--- src/verilog/core_pkg.sv ---
package core_pkg;

	localparam int DATA_LEN = 32;

	// boot address used when the top level does not override it
	localparam logic [DATA_LEN-1:0] DEFAULT_RESET_PC = '0;

	// one instruction in flight, walked through these states
	typedef enum logic [3:0] {
		IDLE,
		FETCH,
		WAIT_I,
		DECODE,
		EXEC,
		MEM,
		WAIT_D,
		WB,
		HALT
	} state_e;

endpackage

--- src/verilog/rv_isa_pkg.sv ---
package rv_isa_pkg;

	// major opcodes of the supported subset
	typedef enum logic [6:0] {
		OPC_LOAD   = 7'b0000011,
		OPC_STORE  = 7'b0100011,
		OPC_OP     = 7'b0110011,
		OPC_OP_IMM = 7'b0010011,
		OPC_LUI    = 7'b0110111,
		OPC_BRANCH = 7'b1100011,
		OPC_JAL    = 7'b1101111,
		OPC_SYSTEM = 7'b1110011
	} opcode_e;

	typedef enum logic [3:0] {
		ALU_ADD    = 4'd0,
		ALU_SUB    = 4'd1,
		ALU_AND    = 4'd2,
		ALU_OR     = 4'd3,
		ALU_XOR    = 4'd4,
		ALU_SLT    = 4'd5,
		// lui passes the immediate straight through
		ALU_PASS_B = 4'd6
	} alu_op_e;

	// funct3 of register and immediate alu ops
	localparam logic [2:0] FUNCT3_ADD_SUB = 3'b000;
	localparam logic [2:0] FUNCT3_SLT     = 3'b010;
	localparam logic [2:0] FUNCT3_XOR     = 3'b100;
	localparam logic [2:0] FUNCT3_OR      = 3'b110;
	localparam logic [2:0] FUNCT3_AND     = 3'b111;

	// word access only
	localparam logic [2:0] FUNCT3_LW      = 3'b010;
	localparam logic [2:0] FUNCT3_SW      = 3'b010;

	localparam logic [2:0] FUNCT3_BEQ     = 3'b000;
	localparam logic [2:0] FUNCT3_BNE     = 3'b001;

	// funct7 of register ops, alt selects sub
	localparam logic [6:0] FUNCT7_BASE    = 7'b0000000;
	localparam logic [6:0] FUNCT7_ALT     = 7'b0100000;

	localparam logic [31:0] EBREAK_WORD   = 32'h0010_0073;

endpackage
--- src/verilog/cpu_top.sv ---
`timescale 1ns/1ps

module cpu_top #(
	parameter logic [core_pkg::DATA_LEN-1:0] RESET_PC = core_pkg::DEFAULT_RESET_PC,
	parameter int TIMEOUT_CYCLES = 16
) (
	input  logic                          clk,
	input  logic                          reset_i,
	output logic                          imem_req_o,
	output logic [core_pkg::DATA_LEN-1:0] imem_addr_o,
	input  logic                          imem_rvalid_i,
	input  logic [core_pkg::DATA_LEN-1:0] imem_rdata_i,
	output logic                          dmem_req_o,
	output logic                          dmem_we_o,
	output logic [core_pkg::DATA_LEN-1:0] dmem_addr_o,
	output logic [core_pkg::DATA_LEN-1:0] dmem_wdata_o,
	input  logic                          dmem_rvalid_i,
	input  logic [core_pkg::DATA_LEN-1:0] dmem_rdata_i,
	output logic [core_pkg::DATA_LEN-1:0] pc_o,
	output logic                          finish_o,
	output logic                          invalid_o
);
	logic [core_pkg::DATA_LEN-1:0] inst;
	core_pkg::state_e              state;
	logic [4:0]                    rs1_addr;
	logic [4:0]                    rs2_addr;
	logic [4:0]                    rd_addr;
	logic [core_pkg::DATA_LEN-1:0] imm;
	rv_isa_pkg::alu_op_e           alu_op;
	logic                          use_imm;
	logic                          is_load;
	logic                          is_store;
	logic                          is_branch;
	logic                          branch_ne;
	logic                          is_jal;
	logic                          is_ebreak;
	logic                          illegal;
	logic                          rf_we_req;
	logic [core_pkg::DATA_LEN-1:0] rs1_data;
	logic [core_pkg::DATA_LEN-1:0] rs2_data;
	logic                          rf_we;
	logic [core_pkg::DATA_LEN-1:0] rf_wdata;
	logic [core_pkg::DATA_LEN-1:0] alu_result;
	logic [core_pkg::DATA_LEN-1:0] next_pc;
	logic                          timeout;

	core_ctrl #(
		.RESET_PC      ( RESET_PC      )
	) u_core_ctrl (
		.clk           ( clk           ),
		.reset_i       ( reset_i       ),
		.imem_rvalid_i ( imem_rvalid_i ),
		.imem_rdata_i  ( imem_rdata_i  ),
		.dmem_rvalid_i ( dmem_rvalid_i ),
		.dmem_rdata_i  ( dmem_rdata_i  ),
		.is_load_i     ( is_load       ),
		.is_store_i    ( is_store      ),
		.is_ebreak_i   ( is_ebreak     ),
		.illegal_i     ( illegal       ),
		.rf_we_req_i   ( rf_we_req     ),
		.next_pc_i     ( next_pc       ),
		.alu_result_i  ( alu_result    ),
		.rs2_data_i    ( rs2_data      ),
		.timeout_i     ( timeout       ),
		.imem_req_o    ( imem_req_o    ),
		.imem_addr_o   ( imem_addr_o   ),
		.dmem_req_o    ( dmem_req_o    ),
		.dmem_we_o     ( dmem_we_o     ),
		.dmem_addr_o   ( dmem_addr_o   ),
		.dmem_wdata_o  ( dmem_wdata_o  ),
		.inst_o        ( inst          ),
		.pc_o          ( pc_o          ),
		.state_o       ( state         ),
		.rf_we_o       ( rf_we         ),
		.rf_wdata_o    ( rf_wdata      ),
		.finish_o      ( finish_o      ),
		.invalid_o     ( invalid_o     )
	);

	// one timer serves both buses, only one request is ever open
	bus_wait_timer #(
		.TIMEOUT_CYCLES ( TIMEOUT_CYCLES                )
	) u_bus_wait_timer (
		.clk            ( clk                           ),
		.reset_i        ( reset_i                       ),
		.state_i        ( state                         ),
		.req_i          ( imem_req_o | dmem_req_o       ),
		.rvalid_i       ( imem_rvalid_i | dmem_rvalid_i ),
		.timeout_o      ( timeout                       )
	);

	decoder u_decoder (
		.inst_i      ( inst      ),
		.rs1_addr_o  ( rs1_addr  ),
		.rs2_addr_o  ( rs2_addr  ),
		.rd_addr_o   ( rd_addr   ),
		.imm_o       ( imm       ),
		.alu_op_o    ( alu_op    ),
		.use_imm_o   ( use_imm   ),
		.is_load_o   ( is_load   ),
		.is_store_o  ( is_store  ),
		.is_branch_o ( is_branch ),
		.branch_ne_o ( branch_ne ),
		.is_jal_o    ( is_jal    ),
		.is_ebreak_o ( is_ebreak ),
		.illegal_o   ( illegal   ),
		.rf_we_req_o ( rf_we_req )
	);

	register_file u_register_file (
		.clk        ( clk      ),
		.reset_i    ( reset_i  ),
		.rs1_addr_i ( rs1_addr ),
		.rs2_addr_i ( rs2_addr ),
		.rs1_data_o ( rs1_data ),
		.rs2_data_o ( rs2_data ),
		.we_i       ( rf_we    ),
		.rd_addr_i  ( rd_addr  ),
		.wdata_i    ( rf_wdata )
	);

	exec_unit u_exec_unit (
		.pc_i         ( pc_o       ),
		.rs1_data_i   ( rs1_data   ),
		.rs2_data_i   ( rs2_data   ),
		.imm_i        ( imm        ),
		.alu_op_i     ( alu_op     ),
		.use_imm_i    ( use_imm    ),
		.is_branch_i  ( is_branch  ),
		.branch_ne_i  ( branch_ne  ),
		.is_jal_i     ( is_jal     ),
		.alu_result_o ( alu_result ),
		.next_pc_o    ( next_pc    )
	);

endmodule

--- src/verilog/exec_unit.sv ---
`timescale 1ns/1ps

module exec_unit (
	input  logic [core_pkg::DATA_LEN-1:0] pc_i,
	input  logic [core_pkg::DATA_LEN-1:0] rs1_data_i,
	input  logic [core_pkg::DATA_LEN-1:0] rs2_data_i,
	input  logic [core_pkg::DATA_LEN-1:0] imm_i,
	input  rv_isa_pkg::alu_op_e           alu_op_i,
	input  logic                          use_imm_i,
	input  logic                          is_branch_i,
	input  logic                          branch_ne_i,
	input  logic                          is_jal_i,
	output logic [core_pkg::DATA_LEN-1:0] alu_result_o,
	output logic [core_pkg::DATA_LEN-1:0] next_pc_o
);
	logic [core_pkg::DATA_LEN-1:0] operand_b;
	logic [core_pkg::DATA_LEN-1:0] alu_raw;
	logic [core_pkg::DATA_LEN-1:0] pc_plus4;
	logic                          taken;

	assign operand_b = use_imm_i ? imm_i : rs2_data_i;

	// loads and stores come through here as rs1 + imm
	always_comb begin
		case (alu_op_i)
			rv_isa_pkg::ALU_ADD:    alu_raw = rs1_data_i + operand_b;
			rv_isa_pkg::ALU_SUB:    alu_raw = rs1_data_i - operand_b;
			rv_isa_pkg::ALU_AND:    alu_raw = rs1_data_i & operand_b;
			rv_isa_pkg::ALU_OR:     alu_raw = rs1_data_i | operand_b;
			rv_isa_pkg::ALU_XOR:    alu_raw = rs1_data_i ^ operand_b;
			rv_isa_pkg::ALU_SLT: begin
				alu_raw = {{(core_pkg::DATA_LEN-1){1'b0}},
					$signed(rs1_data_i) < $signed(operand_b)};
			end
			rv_isa_pkg::ALU_PASS_B: alu_raw = operand_b;
			default:                alu_raw = '0;
		endcase
	end

	assign pc_plus4 = pc_i + core_pkg::DATA_LEN'(4);

	// branch compare reuses the subtract result
	assign taken = is_branch_i && ((alu_raw == '0) != branch_ne_i);

	assign next_pc_o    = (is_jal_i || taken) ? pc_i + imm_i : pc_plus4;
	// jal links the return address
	assign alu_result_o = is_jal_i ? pc_plus4 : alu_raw;

endmodule

--- src/verilog/register_file.sv ---
`timescale 1ns/1ps

module register_file (
	input  logic                          clk,
	input  logic                          reset_i,
	input  logic [4:0]                    rs1_addr_i,
	input  logic [4:0]                    rs2_addr_i,
	output logic [core_pkg::DATA_LEN-1:0] rs1_data_o,
	output logic [core_pkg::DATA_LEN-1:0] rs2_data_o,
	input  logic                          we_i,
	input  logic [4:0]                    rd_addr_i,
	input  logic [core_pkg::DATA_LEN-1:0] wdata_i
);
	logic [core_pkg::DATA_LEN-1:0] regs [32];

	always_ff @(posedge clk) begin
		if (reset_i) begin
			for (int i = 0; i < 32; i++) begin
				regs[i] <= '0;
			end
		end else if (we_i && rd_addr_i != 5'd0) begin
			regs[rd_addr_i] <= wdata_i;
		end
	end

	// x0 is never written, so it reads zero after reset
	assign rs1_data_o = regs[rs1_addr_i];
	assign rs2_data_o = regs[rs2_addr_i];

	x0_reads_zero: assert property (@(posedge clk) disable iff (reset_i)
		((rs1_addr_i != 5'd0) || (rs1_data_o == '0)) &&
		((rs2_addr_i != 5'd0) || (rs2_data_o == '0)));

endmodule

--- src/verilog/decoder.sv ---
`timescale 1ns/1ps

module decoder (
	input  logic [core_pkg::DATA_LEN-1:0] inst_i,
	output logic [4:0]                    rs1_addr_o,
	output logic [4:0]                    rs2_addr_o,
	output logic [4:0]                    rd_addr_o,
	output logic [core_pkg::DATA_LEN-1:0] imm_o,
	output rv_isa_pkg::alu_op_e           alu_op_o,
	output logic                          use_imm_o,
	output logic                          is_load_o,
	output logic                          is_store_o,
	output logic                          is_branch_o,
	output logic                          branch_ne_o,
	output logic                          is_jal_o,
	output logic                          is_ebreak_o,
	output logic                          illegal_o,
	output logic                          rf_we_req_o
);
	logic [2:0]                    funct3;
	logic [6:0]                    funct7;
	logic [core_pkg::DATA_LEN-1:0] imm_i_t;
	logic [core_pkg::DATA_LEN-1:0] imm_s_t;
	logic [core_pkg::DATA_LEN-1:0] imm_b_t;
	logic [core_pkg::DATA_LEN-1:0] imm_u_t;
	logic [core_pkg::DATA_LEN-1:0] imm_j_t;

	assign rs1_addr_o = inst_i[19:15];
	assign rs2_addr_o = inst_i[24:20];
	assign rd_addr_o  = inst_i[11:7];
	assign funct3     = inst_i[14:12];
	assign funct7     = inst_i[31:25];

	assign imm_i_t = {{20{inst_i[31]}}, inst_i[31:20]};
	assign imm_s_t = {{20{inst_i[31]}}, inst_i[31:25], inst_i[11:7]};
	assign imm_b_t = {{19{inst_i[31]}}, inst_i[31], inst_i[7], inst_i[30:25],
		inst_i[11:8], 1'b0};
	assign imm_u_t = {inst_i[31:12], 12'b0};
	assign imm_j_t = {{11{inst_i[31]}}, inst_i[31], inst_i[19:12], inst_i[20],
		inst_i[30:21], 1'b0};

	always_comb begin
		imm_o       = imm_i_t;
		alu_op_o    = rv_isa_pkg::ALU_ADD;
		use_imm_o   = 1'b0;
		is_load_o   = 1'b0;
		is_store_o  = 1'b0;
		is_branch_o = 1'b0;
		branch_ne_o = 1'b0;
		is_jal_o    = 1'b0;
		is_ebreak_o = 1'b0;
		illegal_o   = 1'b0;
		rf_we_req_o = 1'b0;
		case (rv_isa_pkg::opcode_e'(inst_i[6:0]))
			rv_isa_pkg::OPC_OP, rv_isa_pkg::OPC_OP_IMM: begin
				rf_we_req_o = 1'b1;
				use_imm_o   = (inst_i[6:0] == rv_isa_pkg::OPC_OP_IMM);
				case (funct3)
					rv_isa_pkg::FUNCT3_ADD_SUB: begin
						if (!use_imm_o && funct7 == rv_isa_pkg::FUNCT7_ALT)
							alu_op_o = rv_isa_pkg::ALU_SUB;
					end
					rv_isa_pkg::FUNCT3_XOR: alu_op_o = rv_isa_pkg::ALU_XOR;
					rv_isa_pkg::FUNCT3_OR:  alu_op_o = rv_isa_pkg::ALU_OR;
					rv_isa_pkg::FUNCT3_AND: alu_op_o = rv_isa_pkg::ALU_AND;
					// slti is outside the subset
					rv_isa_pkg::FUNCT3_SLT: begin
						alu_op_o  = rv_isa_pkg::ALU_SLT;
						illegal_o = use_imm_o;
					end
					default: illegal_o = 1'b1;
				endcase
				// only add may carry the alt funct7
				if (!use_imm_o && funct7 != rv_isa_pkg::FUNCT7_BASE &&
					!(funct7 == rv_isa_pkg::FUNCT7_ALT &&
					  funct3 == rv_isa_pkg::FUNCT3_ADD_SUB))
					illegal_o = 1'b1;
			end
			rv_isa_pkg::OPC_LUI: begin
				imm_o       = imm_u_t;
				alu_op_o    = rv_isa_pkg::ALU_PASS_B;
				use_imm_o   = 1'b1;
				rf_we_req_o = 1'b1;
			end
			rv_isa_pkg::OPC_LOAD: begin
				use_imm_o   = 1'b1;
				is_load_o   = 1'b1;
				rf_we_req_o = 1'b1;
				illegal_o   = (funct3 != rv_isa_pkg::FUNCT3_LW);
			end
			rv_isa_pkg::OPC_STORE: begin
				imm_o      = imm_s_t;
				use_imm_o  = 1'b1;
				is_store_o = 1'b1;
				illegal_o  = (funct3 != rv_isa_pkg::FUNCT3_SW);
			end
			rv_isa_pkg::OPC_BRANCH: begin
				// compare through the subtractor
				imm_o       = imm_b_t;
				alu_op_o    = rv_isa_pkg::ALU_SUB;
				is_branch_o = 1'b1;
				branch_ne_o = (funct3 == rv_isa_pkg::FUNCT3_BNE);
				illegal_o   = (funct3 != rv_isa_pkg::FUNCT3_BEQ) &&
					(funct3 != rv_isa_pkg::FUNCT3_BNE);
			end
			rv_isa_pkg::OPC_JAL: begin
				imm_o       = imm_j_t;
				is_jal_o    = 1'b1;
				rf_we_req_o = 1'b1;
			end
			rv_isa_pkg::OPC_SYSTEM: begin
				is_ebreak_o = (inst_i == rv_isa_pkg::EBREAK_WORD);
				illegal_o   = !is_ebreak_o;
			end
			default: illegal_o = 1'b1;
		endcase
	end

endmodule

--- src/verilog/bus_wait_timer.sv ---
`timescale 1ns/1ps

module bus_wait_timer #(
	parameter int TIMEOUT_CYCLES = 16
) (
	input  logic             clk,
	input  logic             reset_i,
	input  core_pkg::state_e state_i,
	input  logic             req_i,
	input  logic             rvalid_i,
	output logic             timeout_o
);
	localparam int CNT_W = $clog2(TIMEOUT_CYCLES + 1);

	logic [CNT_W-1:0] count;
	logic             waiting;

	assign waiting = (state_i == core_pkg::WAIT_I) || (state_i == core_pkg::WAIT_D);

	always_ff @(posedge clk) begin
		if (reset_i) begin
			count     <= '0;
			timeout_o <= 1'b0;
		end else begin
			// count saturates, so the pulse fires once per request
			timeout_o <= waiting && !rvalid_i && (count == CNT_W'(TIMEOUT_CYCLES - 1));
			if (req_i || rvalid_i)
				count <= '0;
			else if (waiting && count != CNT_W'(TIMEOUT_CYCLES))
				count <= count + 1'b1;
		end
	end

	// memory answers only while the core is waiting for it
	rvalid_in_wait: assert property (@(posedge clk) disable iff (reset_i)
		rvalid_i |-> waiting);

endmodule

--- src/verilog/core_ctrl.sv ---
`timescale 1ns/1ps

module core_ctrl #(
	parameter logic [core_pkg::DATA_LEN-1:0] RESET_PC = core_pkg::DEFAULT_RESET_PC
) (
	input  logic                            clk,
	input  logic                            reset_i,
	input  logic                            imem_rvalid_i,
	input  logic [core_pkg::DATA_LEN-1:0]   imem_rdata_i,
	input  logic                            dmem_rvalid_i,
	input  logic [core_pkg::DATA_LEN-1:0]   dmem_rdata_i,
	input  logic                            is_load_i,
	input  logic                            is_store_i,
	input  logic                            is_ebreak_i,
	input  logic                            illegal_i,
	input  logic                            rf_we_req_i,
	input  logic [core_pkg::DATA_LEN-1:0]   next_pc_i,
	input  logic [core_pkg::DATA_LEN-1:0]   alu_result_i,
	input  logic [core_pkg::DATA_LEN-1:0]   rs2_data_i,
	input  logic                            timeout_i,
	output logic                            imem_req_o,
	output logic [core_pkg::DATA_LEN-1:0]   imem_addr_o,
	output logic                            dmem_req_o,
	output logic                            dmem_we_o,
	output logic [core_pkg::DATA_LEN-1:0]   dmem_addr_o,
	output logic [core_pkg::DATA_LEN-1:0]   dmem_wdata_o,
	output logic [core_pkg::DATA_LEN-1:0]   inst_o,
	output logic [core_pkg::DATA_LEN-1:0]   pc_o,
	output core_pkg::state_e                state_o,
	output logic                            rf_we_o,
	output logic [core_pkg::DATA_LEN-1:0]   rf_wdata_o,
	output logic                            finish_o,
	output logic                            invalid_o
);
	core_pkg::state_e              state;
	core_pkg::state_e              state_next;
	logic [core_pkg::DATA_LEN-1:0] pc;
	logic [core_pkg::DATA_LEN-1:0] ir;
	logic [core_pkg::DATA_LEN-1:0] load_data;
	logic                          ir_load;
	logic                          wait_timeout;
	logic                          req_open;

	// instruction word is captured on the edge into DECODE
	assign ir_load = (state == core_pkg::WAIT_I) && imem_rvalid_i;

	// a response in the same cycle wins over the timeout
	assign wait_timeout = timeout_i &&
		((state == core_pkg::WAIT_I && !imem_rvalid_i) ||
		 (state == core_pkg::WAIT_D && !dmem_rvalid_i));

	always_comb begin
		state_next = state;
		case (state)
			core_pkg::IDLE:   state_next = core_pkg::FETCH;
			core_pkg::FETCH:  state_next = core_pkg::WAIT_I;
			core_pkg::WAIT_I: begin
				if (imem_rvalid_i)
					state_next = core_pkg::DECODE;
				else if (wait_timeout)
					state_next = core_pkg::HALT;
			end
			core_pkg::DECODE: begin
				if (is_ebreak_i || illegal_i)
					state_next = core_pkg::HALT;
				else
					state_next = core_pkg::EXEC;
			end
			core_pkg::EXEC: begin
				if (is_load_i || is_store_i)
					state_next = core_pkg::MEM;
				else
					state_next = core_pkg::WB;
			end
			core_pkg::MEM:    state_next = core_pkg::WAIT_D;
			core_pkg::WAIT_D: begin
				if (dmem_rvalid_i)
					state_next = core_pkg::WB;
				else if (wait_timeout)
					state_next = core_pkg::HALT;
			end
			core_pkg::WB:     state_next = core_pkg::FETCH;
			default:          state_next = core_pkg::HALT;
		endcase
	end

	always_ff @(posedge clk) begin
		if (reset_i) begin
			state     <= core_pkg::IDLE;
			pc        <= RESET_PC;
			finish_o  <= 1'b0;
			invalid_o <= 1'b0;
		end else begin
			state <= state_next;
			if (state == core_pkg::WB)
				pc <= next_pc_i;
			if (state == core_pkg::DECODE && is_ebreak_i)
				finish_o <= 1'b1;
			// halt causes stay latched until the next reset
			if ((state == core_pkg::DECODE && illegal_i) || wait_timeout)
				invalid_o <= 1'b1;
		end
	end

	always_ff @(posedge clk) begin
		if (ir_load)
			ir <= imem_rdata_i;
		if (state == core_pkg::WAIT_D && dmem_rvalid_i)
			load_data <= dmem_rdata_i;
	end

	// set by a request, cleared by its response
	always_ff @(posedge clk) begin
		if (reset_i)
			req_open <= 1'b0;
		else if (imem_req_o || dmem_req_o)
			req_open <= 1'b1;
		else if (imem_rvalid_i || dmem_rvalid_i)
			req_open <= 1'b0;
	end

	assign imem_req_o   = (state == core_pkg::FETCH);
	assign imem_addr_o  = pc;
	assign dmem_req_o   = (state == core_pkg::MEM);
	assign dmem_we_o    = (state == core_pkg::MEM) && is_store_i;
	assign dmem_addr_o  = alu_result_i;
	assign dmem_wdata_o = rs2_data_i;
	assign inst_o       = ir;
	assign pc_o         = pc;
	assign state_o      = state;
	assign rf_we_o      = (state == core_pkg::WB) && rf_we_req_i;
	assign rf_wdata_o   = is_load_i ? load_data : alu_result_i;

	// a strobe only goes out once the previous request was answered
	req_after_rsp: assert property (@(posedge clk) disable iff (reset_i)
		(imem_req_o || dmem_req_o) |-> !req_open);

endmodule

--- config.mk ---
export PLATFORM = sky130hd
export DESIGN_NAME = cpu_top
export DESIGN_NICKNAME = d
export VERILOG_FILES = /design/src/verilog/core_pkg.sv /design/src/verilog/rv_isa_pkg.sv /design/src/verilog/cpu_top.sv /design/src/verilog/exec_unit.sv /design/src/verilog/register_file.sv /design/src/verilog/decoder.sv /design/src/verilog/bus_wait_timer.sv /design/src/verilog/core_ctrl.sv
export SDC_FILE = /design/constraint.sdc
export NUM_CORES = 2
export LEC_CHECK = 0
export BUFFER_PORTS_ARGS = -buffer_cell sky130_fd_sc_hd__clkbuf_2
export CAP_MARGIN = 10
export CORE_UTILIZATION = 33
export DETAILED_ROUTE_END_ITERATION = 10
export GPL_ROUTABILITY_DRIVEN = 1
export HOLD_SLACK_MARGIN = 0.08
export SLEW_MARGIN = 20
export SYNTH_ARGS = -nofsm -noshare
export SYNTH_HDL_FRONTEND = slang
export SYNTH_SLANG_ARGS = --single-unit
--- constraint.sdc ---
create_clock -name clk -period 8.8 [get_ports clk]
set_input_delay 2.64 -clock clk [delete_from_list [all_inputs] [get_ports clk]]
set_output_delay 2.64 -clock clk [all_outputs]
set_load 0.03 [all_outputs]
==> metrics.md <==
| Metric | Value |
|---|---|
| Post-Syn Instances | 5,026 |
| CTS tree | built |
| Synth warn | 0 |
| Layout fillers | 18,190 |
| Clock buffer count from CTS | 119 |
| Post-route ant nets | 0 |
| CTS Sinks | 1,142 |
| CP peak stage delay | 0.54 ns |
| Area Growth Syn to Fin | 20.82% |
| Final Max Slew Viols | 0 |
| Sequential Power Share | around 34% |
| Final setup violation count | 4 |
| Status | finished with violations |
| Worst skew pair latency | between 0.7 and 0.8 ns |
| Via density | around 6.0 |
| Worst-Margin Slew | 1.181 ns |
| Worst min path class | register to register |
| Peak VDD IR | between 0.2 and 0.25 mV |
| Met1 WL | ~90,000 µm |
| Ys async rst share | 0% |
| Met2 wire length | 118,900 µm |
| Initial Utilization | around a third |
| Failing checks | negative setup slack |
| DP Wirelength | 160,900 µm |
| Remaining DRCs | 0 |
| CTS H-tree lvls | 3 |
| Reg2reg end | u_core_ctrl.imem_addr_o[22]$_SDFFE_PP0P_ |
| Multi-input gate area | between 30,000 and 40,000 µm² |
| PwrDens | 235.1 nW/µm² |
| Worst clock skew | 0.04142 ns |
| DP Area | 71,900 µm² |
| Critical Path RT | 6.16 ns |
| Clock power share | roughly 27% |
| Final worst slack | -0.2266 ns |
| Die Span X | 447.3 µm |
| Final Wtd Congestion | 0.9825 |
| Top sig layer | met5 |
| Max_slew headroom | 21.28% |
| P_int | 11.77 mW |
| Net switching fraction of the power | 36.69% |
| DRT iter0 DRCs | 6,737 |
| Worst path slowest cell | mux4_2 |
| Primary FF master, synth | edfxtp_1 |
| Fmax | 110.8 MHz |
| Mapped cell area | 65,440 µm² |
| CP Capture Point | dmem_addr_o[31] |
| Data arrival, critical path | between 6 and 7 ns |
| First-pass GRT wire length | 353,500 µm |
| WL met3 | 26,130 µm |
| Layout Nets | 5,630 |
| GRT Util Overall | 24.83% |
| P_leak | 28.80 nW |
| Number of max-cap violations | 0 |
| Critical path, cell by cell | buf_12 > buf_12 > buf_16 > buf_6 > mux4_2 > mux4_2 > mux2_4 > and2_4 > a21o_1 > ha_4 > buf_6 > buf_4 > a211oi_2 > o21a_2 > a311oi_4 > o211ai_1 > a221o_1 > o31a_1 > mux2i_1 > xor2_1 > a21oi_2 > a21oi_2 > clkbuf_8 |
| Kind of critical path | register to output pin |
| Period utilization | 102.6% |
| Drt pass-1 iters | 6 |
| RSZ-0062 raised after global routing | yes |
| I/O pin count | 201 |
| Sequential Area | 33,780 µm² |
| Worst R2R Path Depth | 28 |
| Root Buffer | clkbuf_16 |
| GRT overflow | 0 |
| Total Die Area | around 200,000 µm² |
| PortBufs | 200 |
| Core ar. | 197,200 µm² |
| CTS max path bufs | 3 |
| Library cells used by synthesis | 92 |
| WHS | roughly 0.44 ns |
| DP Worst Slack | -0.1591 ns |
| Final Cell Area | 79,070 µm² |
| Number of synthesized register bits | roughly 1,100 |
| Startpoint class of the critical path | register |
| Routed wire per std cell | 30.95 µm |
| R2r setup slk | 1.09 ns |
| Final core occ | 40.09% |
| Tmin final | 9.027 ns |
| # rows | ~160 |
| Initial antenna violation count | 7 |
| Setup crit end kind | output pin |
| Die Span Y | approximately 450 µm |
| Final hold vios | 0 |
| Seq/Total Area, Yosys | roughly 52% |
| WL final | 253,100 µm |
| Vias in the first global route | 47,940 |
| Worst-path clk slew | roughly 0.070 ns |
| Logic pwr share | 38.9% |
| Number of flops mapped to enable cells by yosys | 1,088 |
| Syn avg cell area | 13.02 µm² |
| Critical-path maximum fanout | 8 |
| Layout cells sized above 1 | between 30% and 40% |
| Switching power | ~7 mW |
| Vias | a little under 50,000 |
| Largest net degree at the start of global routing | between 80 and 90 |
[cell type report]
cell class                      instances  share of cell area [%]
Antenna cell                            7                 0.02215
Clock buffer                          142                   3.902
Clock inverter                         81                  0.9305
Inverter                              162                  0.7770
Multi-Input combinational cell       3269                   39.19
Sequential cell                      1142                   42.73
Tap cell                             2640                   4.178
Timing Repair Buffer                  734                   8.276
[Yosys cell counts (all sizes together), types with 14 or more instances]
master / n / area [µm²]
nor2: 1158 / 4347
edfxtp: 1088 / 32670
mux4: 640 / 14410
clkbuf: 366 / 1374
nand2: 196 / 735.7
inv: 160 / 600.6
a21oi: 148 / 752.0
ha: 131 / 1639
mux2i: 120 / 1201
buf: 118 / 615.6
o21ai: 103 / 519.3
nor3: 67 / 351.6
nand3: 57 / 285.3
dfxtp: 54 / 1081
nand2b: 48 / 300.3
xnor2: 47 / 411.6
a21o: 40 / 300.3
a31oi: 29 / 181.4
a211oi: 27 / 202.7
nor2b: 27 / 168.9
nor4: 24 / 150.1
and3: 23 / 143.9
and2: 22 / 137.6
a21boi: 18 / 138.9
xor2: 18 / 157.7
o31ai: 17 / 127.6
a222oi: 15 / 150.1
a22oi: 15 / 117.6
o32ai: 15 / 131.4
or3: 15 / 93.84
o21a: 14 / 105.1
o21bai: 14 / 105.1
[power by group through the flow]
stage	combinational (mW)	sequential [mW]	clock [mW]
floorplan	3.56	6.32	0
global placement	5.96	6.38	0
CTS	6.60	6.27	5.12
detailed placement	6.03	6.39	0
finish	7.23	6.28	5.09
global route	7.53	6.29	5.31
[critical path, delay by kind of cell (launching register included)]
| family | cells | cell delay [ns] |
|---|---|---|
| compound gates | 9 | 2.09 |
| mux | 4 | 1.52 |
| buf+inv | 7 | 0.91 |
| flops | 1 | 0.39 |
| fa+ha+maj | 1 | 0.29 |
| xor+xnor | 1 | 0.20 |
| simple gates | 1 | 0.16 |
[registers in the layout (all words and copies together) (netlist names), named ones only]
| signal | count |
|---|---|
| u_core_ctrl.invalid_o | 1 |
| u_core_ctrl.load_data | 32 |
| u_core_ctrl.imem_addr_o | 32 |
| u_core_ctrl.finish_o | 1 |
| u_bus_wait_timer.timeout_o | 1 |
| u_core_ctrl.inst_o | 32 |
| u_bus_wait_timer.count | 5 |
| u_register_file.regs | 1024 |
| u_core_ctrl.state_o | 4 |
[how the worst min path moves through the flow]
| stage | start | end | cells after the start |
|---|---|---|---|
| 4_1_cts | u_core_ctrl.finish_o$_SDFFE_PP0P_ | u_core_ctrl.finish_o$_SDFFE_PP0P_ | 2 |
| 3_3_place_gp | u_core_ctrl.invalid_o$_SDFFE_PP0P_ | u_core_ctrl.invalid_o$_SDFFE_PP0P_ | 2 |
| 5_1_grt | u_core_ctrl.finish_o$_SDFFE_PP0P_ | u_core_ctrl.finish_o$_SDFFE_PP0P_ | 2 |
| 2_1_floorplan | u_bus_wait_timer.count[4]$_SDFFE_PP0P_ | u_bus_wait_timer.count[4]$_SDFFE_PP0P_ | 2 |
| 3_5_place_dp | u_core_ctrl.finish_o$_SDFFE_PP0P_ | u_core_ctrl.finish_o$_SDFFE_PP0P_ | 2 |
| 6_report | u_core_ctrl.finish_o$_SDFFE_PP0P_ | u_core_ctrl.finish_o$_SDFFE_PP0P_ | 2 |
[stage by stage]
stage	std cells	setup TNS, ns	power [mW]
4_1_cts	8118	-0.3666	17.99
5_1_grt	8174	-1.336	19.13
2_1_floorplan	5057	-0.01216	9.884
6_report	8177	-0.4512	18.59
3_3_place_gp	7795	-0.7386	12.34
3_5_place_dp	7797	-0.5278	12.42
[cells in the final DEF, fill, tap and decap left out, types with 34 or more instances in the layout]
cell type,count
clkbuf_2,187
nand2_1,159
clkbuf_16,122
nor3_1,58
mux4_2,640
edfxtp_1,1088
buf_4,415
buf_6,34
nand2_2,37
o21ai_0,83
nand3_1,53
a21o_1,39
clkinv_1,38
xnor2_1,46
mux2i_1,77
buf_12,52
a21oi_1,115
nor2_1,1143
inv_1,150
dfxtp_1,44
ha_1,107
[cells by family after synthesis]
| family | count (synthesis) | share of synthesized area [%] |
|---|---|---|
| buffers and inverters | 646 | 3.969 |
| multiplexers | 772 | 24.07 |
| flip-flops | 1142 | 51.58 |
| AO/OA/AOI/OAI | 563 | 5.849 |
| adder cells (fa/ha/maj) | 134 | 2.596 |
| AND/OR/NAND/NOR | 1703 | 11.07 |
| other | 1 | 0.005730 |
| XOR/XNOR | 65 | 0.8699 |
[layer usage]
| layer | GRT usage (%) | vias to the layer above |
|---|---|---|
| met5 | 0 | - |
| li1 | - | 19890 |
| met2 | 40.44 | 3315 |
| met3 | 4.508 | 722 |
| met4 | 15.32 | 4 |
| met1 | 30.59 | 25070 |
[repair_timing]
action	CTS	global route
pin swaps	57	83
setup buffers	83	53
hold buffers	0	0
setup endpoints to repair	22	18
gates cloned	17	0
gates resized for setup	229	144
(Power assumes the default switching activity.)
